===== config.mk =====
export PLATFORM = sky130hd
export DESIGN_NAME = aes_entropy_top
export DESIGN_NICKNAME = d
export VERILOG_FILES = /design/src/verilog/aes_prng_pkg.sv /design/src/verilog/edn_if_pkg.sv /design/src/verilog/aes_entropy_top.sv /design/src/verilog/aes_edn_arb.sv /design/src/verilog/aes_prng.sv
export SDC_FILE = /design/constraint.sdc
export NUM_CORES = 1
export LEC_CHECK = 0
export CAP_MARGIN = 0
export CORE_MARGIN = 3
export CORE_UTILIZATION = 45
export CTS_BUF_LIST = sky130_fd_sc_hd__clkbuf_4 sky130_fd_sc_hd__clkbuf_8 sky130_fd_sc_hd__clkbuf_16
export CTS_CLUSTER_DIAMETER = 50
export DETAILED_ROUTE_END_ITERATION = 10
export DONT_BUFFER_PORTS = 1
export GPL_ROUTABILITY_DRIVEN = 1
export SKIP_CTS_REPAIR_TIMING = 1
export SYNTH_ARGS = -nofsm -noshare
export SYNTH_HDL_FRONTEND = slang
export SYNTH_SLANG_ARGS = --single-unit

===== constraint.sdc =====
create_clock -name clk_i -period 3.9 [get_ports clk_i]
set_input_delay 0.975 -clock clk_i [delete_from_list [all_inputs] [get_ports clk_i]]
set_output_delay 0.975 -clock clk_i [all_outputs]
set_load 0.05 [all_outputs]

===== src/verilog/aes_prng_pkg.sv =====
// Types and constants for the two reseedable generators.
// State widths must be whole multiples of the EDN word width.
// Default seeds are nonzero, since an all-zero LFSR state never leaves zero.

package aes_prng_pkg;

  //////////////////////////////////////////////////
  // State types
  //////////////////////////////////////////////////

  // Clearing generator, 64-bit words for wiping data paths
  typedef logic [63:0] clear_state_t;

  // Masking generator, 32-bit words for share masks
  typedef logic [31:0] mask_state_t;

  //////////////////////////////////////////////////
  // Feedback taps
  //////////////////////////////////////////////////

  // Right-shifting Galois form, taps 64, 63, 61, 60
  localparam clear_state_t ClearPoly = 64'hD800000000000000;

  // Right-shifting Galois form, taps 32, 22, 2, 1
  localparam mask_state_t MaskPoly = 32'h80200003;

  //////////////////////////////////////////////////
  // Seeds and reseed interval
  //////////////////////////////////////////////////

  // Loaded at reset and whenever a collected seed is all zero
  localparam clear_state_t ClearSeedDefault = 64'h3C9A51E70B84D26F;
  localparam mask_state_t  MaskSeedDefault  = 32'h6D2B94C1;

  // Accepted steps before the masking generator reseeds by itself
  localparam int MaskReseedSteps = 64;

endpackage


===== src/verilog/edn_if_pkg.sv =====
// Shared entropy network (EDN) port definitions.
// The EDN port runs on the core clock; there is no clock-domain crossing.
// Handshake is a level request with a one-cycle acknowledge pulse,
// and the data word is valid in the acknowledge cycle only.

package edn_if_pkg;

  //////////////////////////////////////////////////
  // Entropy word
  //////////////////////////////////////////////////

  // Width of one word delivered per acknowledge
  localparam int EdnWidth = 32;

  // One entropy word as seen on the EDN bus
  typedef logic [EdnWidth-1:0] edn_word_t;

  // Consumers that need more than one word collect them internally,
  // lowest word first

endpackage

===== src/verilog/aes_entropy_top.sv =====
// Entropy block of the AES engine: clearing and masking generators on one EDN port.
// Arbitration adds no cycles to the generator reseed latency.
// escalate_i aborts pending reseeds in both generators.
`timescale 1ns/1ps

module aes_entropy_top
  import edn_if_pkg::*;
  import aes_prng_pkg::*;
(
  input  logic         clk_i,
  input  logic         rst_ni,
  input  logic         escalate_i,

  // Clearing generator
  input  logic         clear_reseed_i,
  input  logic         clear_step_i,
  output logic         clear_valid_o,
  output clear_state_t clear_data_o,

  // Masking generator
  input  logic         mask_reseed_i,
  input  logic         mask_step_i,
  output logic         mask_valid_o,
  output mask_state_t  mask_data_o,

  // EDN port
  output logic         edn_req_o,
  input  logic         edn_ack_i,
  input  edn_word_t    edn_data_i
);

  logic clear_req;
  logic clear_ack;
  logic mask_req;
  logic mask_ack;

  //////////////////////////////////////////////////
  // Generators
  //////////////////////////////////////////////////

  // Software-reseeded only
  aes_prng #(
    .state_t         ( clear_state_t    ),
    .Poly            ( ClearPoly        ),
    .DefaultSeed     ( ClearSeedDefault ),
    .AutoReseedSteps ( 0                )
  ) u_prng_clear (
    .clk_i     ( clk_i          ),
    .rst_ni    ( rst_ni         ),
    .reseed_i  ( clear_reseed_i ),
    .step_i    ( clear_step_i   ),
    .abort_i   ( escalate_i     ),
    .req_o     ( clear_req      ),
    .ack_i     ( clear_ack      ),
    .entropy_i ( edn_data_i     ),
    .valid_o   ( clear_valid_o  ),
    .data_o    ( clear_data_o   )
  );

  aes_prng #(
    .state_t         ( mask_state_t    ),
    .Poly            ( MaskPoly        ),
    .DefaultSeed     ( MaskSeedDefault ),
    .AutoReseedSteps ( MaskReseedSteps )
  ) u_prng_mask (
    .clk_i     ( clk_i         ),
    .rst_ni    ( rst_ni        ),
    .reseed_i  ( mask_reseed_i ),
    .step_i    ( mask_step_i   ),
    .abort_i   ( escalate_i    ),
    .req_o     ( mask_req      ),
    .ack_i     ( mask_ack      ),
    .entropy_i ( edn_data_i    ),
    .valid_o   ( mask_valid_o  ),
    .data_o    ( mask_data_o   )
  );

  //////////////////////////////////////////////////
  // EDN arbitration
  //////////////////////////////////////////////////

  aes_edn_arb u_edn_arb (
    .clk_i       ( clk_i     ),
    .rst_ni      ( rst_ni    ),
    .clear_req_i ( clear_req ),
    .clear_ack_o ( clear_ack ),
    .mask_req_i  ( mask_req  ),
    .mask_ack_o  ( mask_ack  ),
    .edn_req_o   ( edn_req_o ),
    .edn_ack_i   ( edn_ack_i )
  );

endmodule


===== src/verilog/aes_edn_arb.sv =====
// Fixed-priority arbiter sharing one EDN port between two requesters.
// The clearing request always wins; the acknowledge goes to one requester only.
// A request dropped before its acknowledge is held on the EDN port,
// and the late acknowledge is then absorbed.
`timescale 1ns/1ps

module aes_edn_arb (
  input  logic clk_i,
  input  logic rst_ni,
  input  logic clear_req_i,
  output logic clear_ack_o,
  input  logic mask_req_i,
  output logic mask_ack_o,
  output logic edn_req_o,
  input  logic edn_ack_i
);

  logic req_any;
  logic hold_q, hold_d;

  //////////////////////////////////////////////////
  // Request merge and acknowledge steering
  //////////////////////////////////////////////////

  assign req_any = clear_req_i | mask_req_i;

  // Clearing generator has priority
  assign clear_ack_o = clear_req_i & edn_ack_i;
  assign mask_ack_o  = ~clear_req_i & mask_req_i & edn_ack_i;

  //////////////////////////////////////////////////
  // Request hold
  //////////////////////////////////////////////////

  // Keeps the EDN handshake complete when a generator aborts mid-request
  assign edn_req_o = req_any | hold_q;
  assign hold_d    = edn_req_o & ~edn_ack_i;

  always_ff @(posedge clk_i or negedge rst_ni) begin
    if (!rst_ni) begin
      hold_q <= 1'b0;
    end else begin
      hold_q <= hold_d;
    end
  end

  //////////////////////////////////////////////////
  // Assertions
  //////////////////////////////////////////////////

  // EDN only acknowledges an outstanding request
  EdnAckOnReq_A: assert property (@(posedge clk_i) disable iff (!rst_ni)
    edn_ack_i |-> edn_req_o);

  // Acknowledge is a single-cycle pulse
  EdnAckPulse_A: assert property (@(posedge clk_i) disable iff (!rst_ni)
    edn_ack_i |=> !edn_ack_i);

endmodule


===== src/verilog/aes_prng.sv =====
// Reseedable Galois LFSR with built-in upsizing of EDN words to the state width.
// The state width must be a whole multiple of EdnWidth.
// Steps are ignored while a reseed is pending (valid_o low).
// An all-zero collected seed is replaced by DefaultSeed.
`timescale 1ns/1ps

module aes_prng
  import edn_if_pkg::*;
  import aes_prng_pkg::*;
#(
  parameter type    state_t         = mask_state_t,
  parameter state_t Poly            = MaskPoly,
  parameter state_t DefaultSeed     = MaskSeedDefault,
  parameter int     AutoReseedSteps = 0
) (
  input  logic      clk_i,
  input  logic      rst_ni,
  input  logic      reseed_i,
  input  logic      step_i,
  input  logic      abort_i,
  output logic      req_o,
  input  logic      ack_i,
  input  edn_word_t entropy_i,
  output logic      valid_o,
  output state_t    data_o
);

  localparam int StateWidth = $bits(state_t);
  localparam int NumWords   = StateWidth / EdnWidth;
  localparam int CntWidth   = (NumWords > 1) ? $clog2(NumWords) : 1;

  state_t              state_q, state_d;
  state_t              seed_q, seed_d;
  state_t              lfsr_next;
  logic [CntWidth-1:0] word_cnt_q, word_cnt_d;
  logic                pend_q, pend_d;
  logic                step_acc;
  logic                auto_reseed;
  logic                reseed_start;
  logic                word_ack;
  logic                last_word;

  //////////////////////////////////////////////////
  // Control
  //////////////////////////////////////////////////

  assign step_acc     = step_i & ~pend_q;
  assign reseed_start = ~pend_q & (reseed_i | auto_reseed);
  // Abort wins over a word arriving in the same cycle
  assign word_ack     = ack_i & pend_q & ~abort_i;
  assign last_word    = (word_cnt_q == CntWidth'(NumWords - 1));

  always_comb begin
    pend_d     = pend_q;
    word_cnt_d = word_cnt_q;
    if (abort_i) begin
      pend_d     = 1'b0;
      word_cnt_d = '0;
    end else if (reseed_start) begin
      pend_d     = 1'b1;
      word_cnt_d = '0;
    end else if (word_ack) begin
      if (last_word) begin
        pend_d     = 1'b0;
        word_cnt_d = '0;
      end else begin
        word_cnt_d = word_cnt_q + 1'b1;
      end
    end
  end

  always_ff @(posedge clk_i or negedge rst_ni) begin
    if (!rst_ni) begin
      pend_q     <= 1'b0;
      word_cnt_q <= '0;
    end else begin
      pend_q     <= pend_d;
      word_cnt_q <= word_cnt_d;
    end
  end

  // Automatic reseed after a fixed number of accepted steps
  if (AutoReseedSteps > 0) begin : gen_auto_reseed
    localparam int StepCntWidth = $clog2(AutoReseedSteps + 1);
    logic [StepCntWidth-1:0] step_cnt_q;

    assign auto_reseed = step_acc & (step_cnt_q == StepCntWidth'(AutoReseedSteps - 1));

    always_ff @(posedge clk_i or negedge rst_ni) begin
      if (!rst_ni) begin
        step_cnt_q <= '0;
      end else if (reseed_start) begin
        step_cnt_q <= '0;
      end else if (step_acc) begin
        step_cnt_q <= step_cnt_q + 1'b1;
      end
    end
  end else begin : gen_no_auto_reseed
    assign auto_reseed = 1'b0;
  end

  //////////////////////////////////////////////////
  // Seed collection and LFSR
  //////////////////////////////////////////////////

  // Current word merged in, so the last word loads in its own cycle
  always_comb begin
    seed_d = seed_q;
    for (int i = 0; i < NumWords; i++) begin
      if (word_cnt_q == CntWidth'(i)) begin
        seed_d[i*EdnWidth +: EdnWidth] = entropy_i;
      end
    end
  end

  always_ff @(posedge clk_i) begin
    if (word_ack) begin
      seed_q <= seed_d;
    end
  end

  assign lfsr_next = (state_q >> 1) ^ (state_q[0] ? Poly : '0);

  always_comb begin
    state_d = state_q;
    if (word_ack && last_word) begin
      state_d = (seed_d == '0) ? DefaultSeed : seed_d;
    end else if (step_acc) begin
      state_d = lfsr_next;
    end
  end

  always_ff @(posedge clk_i or negedge rst_ni) begin
    if (!rst_ni) begin
      state_q <= DefaultSeed;
    end else begin
      state_q <= state_d;
    end
  end

  assign req_o   = pend_q;
  assign valid_o = ~pend_q;
  assign data_o  = state_q;

  //////////////////////////////////////////////////
  // Assertions
  //////////////////////////////////////////////////

  // Zero fallback and the Galois step must keep the LFSR out of the lock-up state
  StateNonZero_A: assert property (@(posedge clk_i) disable iff (!rst_ni)
    state_q != '0);

  // Arbiter must only route an acknowledge to a requesting generator
  AckOnlyOnReq_A: assert property (@(posedge clk_i) disable iff (!rst_ni)
    ack_i |-> req_o);

endmodule


==> out/metrics.cfg <==
[status]
status = finished, final reports clean

[grt]
track_usage_pct = 24.1
grt_pass1_vias = 5923
antenna_found_initial = 0
grt_max_degree = 108
grt_pass1_wl_um = 36200
gr-total-overflow = 0

[finish]
seq_area_um2 = 4600
layout.nets = 823
antenna_cells = 0
layout_common_cells = 205 x nand2_1, 73 x nor2_1, 62 x mux2_2, 62 x edfxtp_1, 59 x dfrtp_1
n_fill_cell = 1602
area_delta_synth_final_pct = 8.57
stdcell_count = 1020
drive_gt1_share_pct = 19.5
multi_input_area_um2 = 3220
final_common_cell = nand2_1
final_core_util_pct = 50.2

[route]
vias_per_cell = 6.07
drtIter0Drc = 631
vias = 6195
routed_wl_um = 23800
drcViolationCount = 0
first_pass_iters = 5
ant_nets = 0
avgRoutedWirePerCell_um = 23.3

[timing]
setup-violations-final = 0
finalMaxSlewViolations = 0
fmaxAchievable_ghz = 0.346
min_period_ns = 2.89
hold_viol = 0
tns_ns = 0
finalCritPeriodShare_pct = 74.1
rsz0062_at_grt = no
worstMarginPinSlew_ns = 0.846
skew_ns = 0.00955
hold_slack_ns = 0.239
relSlewSlack_pct = 43.6

[die]
rows = 48
die_w_um = 140
io_pins = 139
dieArea_um2 = 19500
die_height_um = 140
start_util_pct = 46.2
coreArea_um2 = 17400

[cts]
cts_tree = done
htree_levels = 4
path_clk_slew_ns = 0.07
cts_root_buffer = clkbuf_16
worstSkewPairLatency_ns = 0.43
cts_sinks = 169
numCtsBuffers = 17
cts_buffer_depth = 2

[power]
swShare_pct = 43.1
seq_power_share_pct = 63.4
internal-power_w = 0.00356
p_leak_nw = 3.49
power.net_switching_w = 0.00269
ir_drop_v = 0.000336
powerDensity_nw_per_um2 = 715
pwr-share-clk_pct = 25.4
combPwrFrac_pct = 11.2

[logic_synthesis]
syn_nets = 847
synth_seq_cells = 169
syn-cell-area_um2 = 8050
synth_top_area_share_pct = 23.1
synth-edff-count = 62
yosysUniqueCellTypes = 45
synth_seq_area_share_pct = 57.1
synth_top_area_cell = edfxtp_1
yosysWarnings = 0
synth_flop_cell = edfxtp_1
yosys-top-cells-area = edfxtp_1 23%, dfrtp_1 19%, dfstp_2 15%
async_flop_share_pct = 63.3
synth.avg_cell_area_um2 = 9.99
synth_cells = 806

[setup_path]
worstSetupPathType = flop to flop
reg2reg_depth = 7
critPathMaxFanout = 32
worstPathRequired_ns = 4.26
critPathCaptureType = flop
reg2reg_from = u_prng_clear.last_word
r2r_end = u_prng_clear.data_o[60]
reg2reg_slack_ns = 1.01
start_kind = flop
startpoint = u_prng_clear.last_word
crit_arrival_ns = 3.25

[min_path]
hp-class = input pin to async pin

[place]
dp.cells = 988
io_buffers = 0
gp_congestion = 0.938
hpwl_um = 16400

[run]
maxCapViolCount = 0

## synthesized netlist by cell type (all sizes together) (2+ instances only)
library cell	n
a21oi	18
a311oi	2
a31oi	43
and3	2
buf	19
clkbuf	34
dfrtp	60
dfstp	47
edfxtp	62
inv	4
mux2	62
mux2i	12
nand2	206
nand2b	2
nand3	45
nand4	4
nor2	73
nor2b	5
nor3	9
nor4	17
nor4b	2
o211ai	3
o21ai	49
o22ai	2
o41ai	3
xnor2	5
xor2	2
## worst max path at each step
| stage | end | slack (ns) | cells past startpoint |
|---|---|---|---|
| final | u_prng_clear.data_o[60] | 1.01 | 7 |
| after global routing | u_prng_clear.data_o[59] | 0.93 | 7 |
| after CTS | u_prng_clear.data_o[59] | 1.04 | 7 |
| after detailed placement | u_prng_clear.data_o[60] | 1.06 | 7 |
| after global placement | u_prng_clear.data_o[59] | 1.10 | 7 |
| after floorplan | u_prng_clear.data_o[44] | 0.42 | 9 |
## final cells by class
cell class              count  area share, %
inverters                   4          0.172
multi-input cells         580           36.9
repair buffers             10          0.859
clock inverters            14           1.20
clock buffers              18           5.03
flip-flops and latches    169           52.6
well taps                 225           3.22
## cells by family after synthesis
logic type,count (synthesis),synth area share (%)
xor gates and xnor gates,7,0.762
AOI/OAI and AO/OA,126,9.09
DFF,169,57.1
and+or+nand+nor,372,19.6
buffers and inverters,57,3.06
muxes,74,10.2
adders and majority gates,1,0.155
## per-stage QoR
| stage | instance area, um^2 | power [W] | setup slack (ns) |
|---|---|---|---|
| finish | 8740 | 0.00625 | 1.01 |
| global route | 8740 | 0.00652 | 0.926 |
| CTS | 8740 | 0.00629 | 1.04 |
| detailed placement | 8190 | 0.00470 | 1.06 |
| global placement | 8190 | 0.00466 | 1.10 |
| floorplan | 8050 | 0.00442 | 0.420 |
## metal layers
metal | global-route usage (%) | wire [um] | vias up
met4 | 8.92 | 580 | 0
met3 | 8.90 | 2650 | 38
li1 | - | - | 2795
met1 | 32.7 | 9870 | 3058
met2 | 35.5 | 10700 | 304
met5 | 0 | 0 | -
## critical path: stages (launching register included)
cell     delay, ns
dfrtp_2       0.80
inv_2         0.25
or4_1         0.58
o22ai_1       0.16
nand4_1       0.10
or4b_1        0.53
buf_4         0.27
nand3_1       0.11
## power by group through the flow
| stage | clock network [W] | logic, W | registers, W |
|---|---|---|---|
| 2_1_floorplan | 0 | 0.000601 | 0.00382 |
| 3_3_place_gp | 0 | 0.000674 | 0.00399 |
| 3_5_place_dp | 0 | 0.000699 | 0.00400 |
| 4_1_cts | 0.00162 | 0.000705 | 0.00397 |
| 5_1_grt | 0.00169 | 0.000806 | 0.00402 |
| 6_report | 0.00159 | 0.000702 | 0.00396 |
## registers in the layout, indices dropped and copies added, names as in the netlist
signal and count:
u_prng_clear.req_o 1, u_prng_clear.seed_q 62, u_edn_arb.hold_q 1, u_prng_mask.gen_auto_reseed.step_cnt_q 7, u_prng_clear.data_o 64, u_prng_mask.data_o 32, u_prng_mask.req_o 1, u_prng_clear.last_word 1
(Power assumes the default switching activity.)
